[src/hw/memIfPkg.sv]
`default_nettype none

package memIfPkg;

   // ********************
   // bus and memory widths
   // ********************

   // the host side is a byte-wide Wishbone classic slave
   localparam int busAddrW = 8;
   localparam int busDataW = 8;

   // the CellRAM side is 23 address bits and a 16-bit data bus
   localparam int memAddrW = 23;
   localparam int memDataW = 16;

   // strobes stay low for five cycles, 100 ns covers the 85 ns access time
   localparam int accessCycles = 5;

   // ********************
   // register map
   // ********************

   // address bytes, the top bit of regAddr2 is dropped
   localparam logic [busAddrW-1:0] regAddr0    = 8'h11;
   localparam logic [busAddrW-1:0] regAddr1    = 8'h12;
   localparam logic [busAddrW-1:0] regAddr2    = 8'h13;
   // write data bytes
   localparam logic [busAddrW-1:0] regWdata0   = 8'h14;
   localparam logic [busAddrW-1:0] regWdata1   = 8'h15;
   // captured read data, read only
   localparam logic [busAddrW-1:0] regRdata0   = 8'h16;
   localparam logic [busAddrW-1:0] regRdata1   = 8'h17;
   // command strobes, the data byte is not used
   localparam logic [busAddrW-1:0] regCmdRead  = 8'h18;
   localparam logic [busAddrW-1:0] regCmdWrite = 8'h19;
   // bit 0 is ready
   localparam logic [busAddrW-1:0] regStatus   = 8'h1A;

   // one-hot select of the five writable holding registers
   typedef struct packed {
      logic wdata1;
      logic wdata0;
      logic addr2;
      logic addr1;
      logic addr0;
   } regSelT;

   // register write from the decoder to the holding registers
   typedef struct packed {
      regSelT              sel;
      logic [busDataW-1:0] data;
   } regWriteT;

   // start is a single-cycle pulse, isWrite is only looked at with start
   typedef struct packed {
      logic start;
      logic isWrite;
   } memCmdT;

   // SRAM control, drive high means the bridge owns the data bus
   typedef struct packed {
      logic ceN;
      logic oeN;
      logic weN;
      logic drive;
   } sramPinsT;

endpackage

`default_nettype wire

[src/hw/wbRegDecoder.sv]
`default_nettype none

module wbRegDecoder import memIfPkg::*; (
   input  wire logic                clk,
   input  wire logic                rstsb,
   input  wire logic                cyc,
   input  wire logic                stb,
   input  wire logic                we,
   input  wire logic [busAddrW-1:0] adr,
   input  wire logic [busDataW-1:0] datW,
   output      logic [busDataW-1:0] datR,
   output      logic                ack,
   output      regWriteT            regWrite,
   output      memCmdT              memCmd,
   input  wire logic                ready,
   input  wire logic [memDataW-1:0] rdData
);

   logic                req;
   logic                cmdRead;
   logic                cmdWrite;
   logic                cmdHit;
   logic                accept;
   logic [busDataW-1:0] readByte;

   // a new request is one that has not been acked yet
   // the master holds stb through the ack cycle, so it is masked here
   assign req = cyc && stb && !ack;

   // ********************
   // address decode
   // ********************

   // one case statement covers writes, commands and the read-back mux
   always_comb begin
      regWrite      = '0;
      regWrite.data = datW;
      cmdRead       = 1'b0;
      cmdWrite      = 1'b0;
      readByte      = '0;
      if (req && we) begin
         case (adr)
            regAddr0:    regWrite.sel.addr0  = 1'b1;
            regAddr1:    regWrite.sel.addr1  = 1'b1;
            regAddr2:    regWrite.sel.addr2  = 1'b1;
            regWdata0:   regWrite.sel.wdata0 = 1'b1;
            regWdata1:   regWrite.sel.wdata1 = 1'b1;
            regCmdRead:  cmdRead             = 1'b1;
            regCmdWrite: cmdWrite            = 1'b1;
            // unmapped writes are acked and dropped
            default:     ;
         endcase
      end else if (req) begin
         case (adr)
            regRdata0: readByte = rdData[busDataW-1:0];
            regRdata1: readByte = rdData[memDataW-1:busDataW];
            regStatus: readByte = {{(busDataW-1){1'b0}}, ready};
            default:   readByte = '0;
         endcase
      end
   end

   // a command waits for ready, everything else goes through at once
   assign cmdHit = cmdRead || cmdWrite;
   assign accept = req && (!cmdHit || ready);

   // ********************
   // registered bus side
   // ********************

   // ack, start and the read byte all show up one cycle after the request
   always_ff @(posedge clk or negedge rstsb) begin
      if (!rstsb) begin
         ack    <= 1'b0;
         memCmd <= '0;
         datR   <= '0;
      end else begin
         ack          <= accept;
         memCmd.start <= cmdHit && ready;
         if (cmdHit && ready) begin
            memCmd.isWrite <= cmdWrite;
         end
         if (accept) begin
            datR <= readByte;
         end
      end
   end

   // ack is a reply, so the master must still be holding the cycle open
   assert property (@(posedge clk) disable iff (!rstsb)
      $rose(ack) |-> $past(cyc && stb) && cyc && stb);

   // start only goes out to an idle sequencer, which then drops ready
   assert property (@(posedge clk) disable iff (!rstsb)
      memCmd.start |-> ready ##1 !ready);

endmodule

`default_nettype wire

[src/hw/memRegBank.sv]
`default_nettype none

module memRegBank import memIfPkg::*; (
   input  wire logic                clk,
   input  wire logic                rstsb,
   input  wire regWriteT            regWrite,
   input  wire logic                readLd,
   output      logic [memAddrW-1:0] memAddr,
   output      logic [memDataW-1:0] memDataOut,
   input  wire logic [memDataW-1:0] memDataIn,
   output      logic [memDataW-1:0] rdData
);

   // ********************
   // staging registers
   // ********************

   // the address arrives a byte at a time, only seven bits of the top byte exist
   logic [busDataW-1:0]            addrLo;
   logic [busDataW-1:0]            addrMid;
   logic [memAddrW-2*busDataW-1:0] addrHi;
   logic [busDataW-1:0]            wdataLo;
   logic [busDataW-1:0]            wdataHi;
   // both halves of the last read word
   logic [memDataW-1:0]            rdCapture;

   // each select bit loads one byte from the bus
   always_ff @(posedge clk or negedge rstsb) begin
      if (!rstsb) begin
         addrLo  <= '0;
         addrMid <= '0;
         addrHi  <= '0;
         wdataLo <= '0;
         wdataHi <= '0;
      end else begin
         if (regWrite.sel.addr0) begin
            addrLo <= regWrite.data;
         end
         if (regWrite.sel.addr1) begin
            addrMid <= regWrite.data;
         end
         // bit 7 of the third address byte is thrown away here
         if (regWrite.sel.addr2) begin
            addrHi <= regWrite.data[memAddrW-2*busDataW-1:0];
         end
         if (regWrite.sel.wdata0) begin
            wdataLo <= regWrite.data;
         end
         if (regWrite.sel.wdata1) begin
            wdataHi <= regWrite.data;
         end
      end
   end

   // ********************
   // read capture
   // ********************

   // readLd is high in the last cycle of a read window, the data is stable by then
   always_ff @(posedge clk or negedge rstsb) begin
      if (!rstsb) begin
         rdCapture <= '0;
      end else if (readLd) begin
         rdCapture <= memDataIn;
      end
   end

   // the staging bytes go straight to the pins, so a late write is seen at once
   assign memAddr    = {addrHi, addrMid, addrLo};
   assign memDataOut = {wdataHi, wdataLo};
   assign rdData     = rdCapture;

   // the decoder must never select two holding registers at once
   assert property (@(posedge clk) disable iff (!rstsb)
      $onehot0(regWrite.sel));

endmodule

`default_nettype wire

[src/hw/sramSequencer.sv]
`default_nettype none

module sramSequencer import memIfPkg::*; (
   input  wire logic   clk,
   input  wire logic   rstsb,
   input  wire memCmdT memCmd,
   output      logic   ready,
   output      logic   readLd,
   output      sramPinsT pins
);

   // ********************
   // state and counter
   // ********************

   typedef enum logic [1:0] {
      stIdle,
      stRead,
      stWrite
   } seqStateT;

   seqStateT state;

   // counts the cycles of the access window from 0 up to accessCycles-1
   logic [$clog2(accessCycles)-1:0] winCnt;
   logic                            lastCycle;

   // high in the final cycle of the window so the strobes rise on the next edge
   assign lastCycle = (state != stIdle) &&
                      (winCnt == $bits(winCnt)'(accessCycles - 1));

   // the read word is stable by the last cycle and is captured on the closing edge
   assign readLd = lastCycle && (state == stRead);

   // ********************
   // access FSM
   // ********************

   // every strobe comes straight from a flop so the SRAM never sees a glitch
   always_ff @(posedge clk or negedge rstsb) begin
      if (!rstsb) begin
         state  <= stIdle;
         ready  <= 1'b1;
         winCnt <= '0;
         pins   <= '{ceN: 1'b1, oeN: 1'b1, weN: 1'b1, drive: 1'b0};
      end else begin
         case (state)
            stIdle: begin
               winCnt <= '0;
               if (memCmd.start) begin
                  // strobes and ready change on the cycle after start
                  ready <= 1'b0;
                  if (memCmd.isWrite) begin
                     state <= stWrite;
                     // a write drives the bus and pulls weN low while oeN stays high
                     pins  <= '{ceN: 1'b0, oeN: 1'b1, weN: 1'b0, drive: 1'b1};
                  end else begin
                     state <= stRead;
                     // a read releases the bus and lets the memory drive it
                     pins  <= '{ceN: 1'b0, oeN: 1'b0, weN: 1'b1, drive: 1'b0};
                  end
               end
            end
            stRead, stWrite: begin
               if (lastCycle) begin
                  // weN rising as the window closes is the SRAM write edge
                  state  <= stIdle;
                  ready  <= 1'b1;
                  winCnt <= '0;
                  pins   <= '{ceN: 1'b1, oeN: 1'b1, weN: 1'b1, drive: 1'b0};
               end else begin
                  winCnt <= winCnt + 1'b1;
               end
            end
            default: begin
               state  <= stIdle;
               ready  <= 1'b1;
               winCnt <= '0;
               pins   <= '{ceN: 1'b1, oeN: 1'b1, weN: 1'b1, drive: 1'b0};
            end
         endcase
      end
   end

   // ********************
   // checks
   // ********************

   // one access holds chip enable low for the full window and no longer
   assert property (@(posedge clk) disable iff (!rstsb)
      $fell(pins.ceN) |-> !pins.ceN [*accessCycles] ##1 pins.ceN);

   // output enable and write enable are never low at the same time
   assert property (@(posedge clk) disable iff (!rstsb)
      pins.oeN || pins.weN);

endmodule

`default_nettype wire

[src/hw/memIfTop.sv]
`default_nettype none

module memIfTop import memIfPkg::*; (
   input  wire logic                clk,
   input  wire logic                rstsb,
   // Wishbone classic slave
   input  wire logic                cyc,
   input  wire logic                stb,
   input  wire logic                we,
   input  wire logic [busAddrW-1:0] adr,
   input  wire logic [busDataW-1:0] datW,
   output      logic [busDataW-1:0] datR,
   output      logic                ack,
   // CellRAM pins, the data bus is split into out, in and enable
   output      logic [memAddrW-1:0] memAddr,
   output      logic [memDataW-1:0] memDataOut,
   input  wire logic [memDataW-1:0] memDataIn,
   output      logic                memDataOe,
   output      logic                ceN,
   output      logic                oeN,
   output      logic                weN
);

   // ********************
   // internal wiring
   // ********************

   regWriteT            regWrite;
   memCmdT              memCmd;
   logic                ready;
   logic                readLd;
   logic [memDataW-1:0] rdData;
   sramPinsT            pins;

   // the bus side turns register accesses into writes and commands
   wbRegDecoder u0 (
      .clk      (clk),
      .rstsb    (rstsb),
      .cyc      (cyc),
      .stb      (stb),
      .we       (we),
      .adr      (adr),
      .datW     (datW),
      .datR     (datR),
      .ack      (ack),
      .regWrite (regWrite),
      .memCmd   (memCmd),
      .ready    (ready),
      .rdData   (rdData)
   );

   // staging bytes feed the address and data pins
   memRegBank u1 (
      .clk        (clk),
      .rstsb      (rstsb),
      .regWrite   (regWrite),
      .readLd     (readLd),
      .memAddr    (memAddr),
      .memDataOut (memDataOut),
      .memDataIn  (memDataIn),
      .rdData     (rdData)
   );

   // runs one access window per command
   sramSequencer u2 (
      .clk    (clk),
      .rstsb  (rstsb),
      .memCmd (memCmd),
      .ready  (ready),
      .readLd (readLd),
      .pins   (pins)
   );

   // unpack the strobe bundle onto the pins
   assign ceN       = pins.ceN;
   assign oeN       = pins.oeN;
   assign weN       = pins.weN;
   assign memDataOe = pins.drive;

endmodule

`default_nettype wire

[config.mk]
export PLATFORM = sky130hd
export DESIGN_NAME = memIfTop
export DESIGN_NICKNAME = d
export VERILOG_FILES = /design/src/hw/memIfPkg.sv /design/src/hw/wbRegDecoder.sv /design/src/hw/memRegBank.sv /design/src/hw/sramSequencer.sv /design/src/hw/memIfTop.sv
export SDC_FILE = /design/constraint.sdc
export NUM_CORES = 1
export LEC_CHECK = 0
export BUFFER_PORTS_ARGS = -buffer_cell sky130_fd_sc_hd__buf_2
export CORE_UTILIZATION = 40
export DETAILED_ROUTE_END_ITERATION = 6
export MAX_ROUTING_LAYER = met4
export PLACE_DENSITY = 0.66
export SLEW_MARGIN = 20
export SYNTH_ARGS = -nofsm -noshare
export SYNTH_HDL_FRONTEND = slang
export SYNTH_HIERARCHICAL = 1
export SYNTH_SLANG_ARGS = --single-unit
[constraint.sdc]
create_clock -name clk -period 2.65 [get_ports clk]
set_input_delay 0.3975 -clock clk [delete_from_list [all_inputs] [get_ports clk]]
set_output_delay 0.3975 -clock clk [all_outputs]
set_load 0.03 [all_outputs]
==> results.yml <==
run_status:
  status: "complete, no violations"
sta:
  clock_skew_ns: 0.00417
  relSlewSlack_pct: 38.2
  worst_pin_slew_ns: 0.927
  setup_viol: 0
  fin_crit_sh_pct: 79.4
  rsz0062_at_grt: "no"
  period_minus_slack_ns: 2.10
  slew_violations: 0
  max_freq_ghz: 0.475
  fin_setup_tns_ns: 0
  hold_ws_ns: 0.190
  hold_viol_final: 0
grt:
  grt_pass1_wl_um: 10400
  grt_pass1_vias: 2025
  grt_use_total_pct: 16.8
  antenna_found_initial: 0
  grt_remaining_overflow: 0
  grt_max_degree: 75
cts:
  cts_tree: "yes"
  clk_pin_slew_ns: 0.08
  clockRootBuffer: "clkbuf_8"
  clockBufferDepth: 2
  holdBufCountCts: 0
  cts_resized: 0
  clk_latency_ns: 0.34
  cts_made_buffers: 9
  postCtsSetupRepairBufs: 0
  cts.sinks: 74
  htree_levels: 3
yosys:
  yosys.area.top_type: "dfrtp_1"
  syn_nets: 276
  synth.avg_cell_area_um2: 13.8
  synth_top_cells_by_count: "dfrtp_1, mux2_2, nand2_1, buf_4, mux2_4"
  synthArstFlopShare_pct: 100
  synthCells: 235
  synth_enable_flop_cells: 0
  synth.area.top_cells: "dfrtp_1, mux2_2, mux2_4"
  ys.warnings.count: 6
  synth-seq-cells: 74
  ys_seq_area_share_pct: 57.1
  synth_top_area_share_pct: 54.7
  synth_ff_type: "dfrtp_1"
  syn-cell-area_um2: 3250
  netlist-cell-type-count: 40
  yosysMostFrequentCell: "dfrtp_1"
route:
  first_iter_violations: 57
  routed_wirelength_um: 6340
  ant_nets: 0
  firstDrtPassIters: 3
  via_per_inst: 4.74
  num_vias: 2023
  drc: 0
  routedWlPerCell_um: 14.9
cells_and_area:
  fill_cells: 734
  nets: 361
  regArea_um2: 1860
  drive_gt1_share_pct: 54.2
  multi_input_area_um2: 1220
  layout-area-overhead-vs-synth_pct: 21.9
  fin_util_pct: 50.7
  antennaDiodeCount: 0
setup_path:
  path_class: "input port to flip-flop"
  cp-end-kind: "flip-flop"
  critPathRequiredTime_ns: 2.88
  crit_arrival_ns: 2.33
  path_max_fanout: 8
  crit_path_start_kind: "input port"
die:
  rows: 32
  start_util_pct: 41.6
  die_w_um: 92.1
  die_area_um2: 8480
  ios: 89
  dieHeight_um: 92.1
  core-area_um2: 7810
run:
  maxCapViolations: 0
pwr:
  power_w: 0.00229
  p_per_area_nw_per_um2: 579
  leakage_nw: 2.17
  ir_drop_mv: 0.240
hold_path:
  hp-class: "input port to async pin"
place:
  dpl.hpwl_um: 4560
  gp_congestion: 0.777
  portBuffers: 88
## metrics by stage
stage	instances	area, um^2	setup slack [ns]
2_1_floorplan	235	3250	0.461
3_3_place_gp	411	3720	0.253
3_5_place_dp	411	3720	0.214
4_1_cts	427	3960	0.591
5_1_grt	427	3960	0.450
6_report	427	3960	0.547
## flip-flops by register name, indices dropped and copies added, names as in the netlist
| signal | flops |
|---|---|
| u0/ack | 1 |
| u1/wdataHi | 8 |
| u1/addrMid | 8 |
| u0/datR | 8 |
| u1/wdataLo | 8 |
| u1/addrLo | 8 |
| u2/state | 1 |
| u2/winCnt | 3 |
| u1/rdData | 16 |
| u1/addrHi | 7 |
| u0/memCmd | 2 |
| u2/pins | 4 |
## path summary, 6_finish.rpt
check	end	startpoint	cells past startpoint	slack [ns]
max	u1/wdataHi[3]	adr[5]	6	0.55
min	u1/addrMid[0]	rstsb	1	0.19
max in group asynchronous	u1/rdData[15]	rstsb	1	1.86
max reg2reg	u1/rdData[3]	u2/pins[0]	6	0.78
min reg2reg	u0/datR[2]	u0/datR[2]	2	0.49
min in group clk	u1/rdData[5]	memDataIn[5]	2	0.28
## cell families (layout without fill, tap and decap cells)
kind of cell / Yosys count / after routing / synth area share, %
adder cells (fa/ha/maj): 4 / 4 / 1.54
AND/OR/NAND/NOR: 44 / 44 / 7.86
buffers and inverters: 27 / 117 / 5.24
flip-flops: 74 / 74 / 57.1
AO/OA/AOI/OAI: 21 / 21 / 4.89
multiplexers: 65 / 65 / 23.3
## cell type report
| type | count | area share (%) |
|---|---|---|
| flip-flops and latches | 74 | 46.9 |
| multi-input cells | 134 | 30.9 |
| repair buffers | 94 | 12.3 |
| well taps | 102 | 3.22 |
| clock buffers | 9 | 3.13 |
| clock inverters | 7 | 2.94 |
| inverters | 7 | 0.664 |
## cell usage in the layout (no fill, tap or decap), types with 4 or more instances in the layout
cell type / n
buf_2: 87
dfrtp_1: 71
buf_4: 7
a21oi_1: 4
ha_1: 4
mux2i_1: 9
mux2_4: 10
clkbuf_8: 9
mux2_2: 45
inv_1: 7
nor2_1: 8
o21ai_0: 8
nand2_1: 13
## metal layers
layer,GRT usage [%],share of wire [%],vias to the layer above
met5,-,0,-
met4,6.64,1.5,0
met3,3.90,3.7,8
li1,-,-,983
met2,25.9,49,45
met1,21.6,46,987
## critical path, stage by stage
cell and delay (ns):
buf_2 0.09, or4b_1 0.66, nor3b_1 0.43, and3_1 0.22, buf_4 0.17, mux2_2 0.35
## power breakdown
part           switching (W)  internal [W]
combinational      0.0000723     0.0000382
clock               0.000417      0.000625
sequential        0.00000429       0.00114
Power figures use the tool's default switching activity.
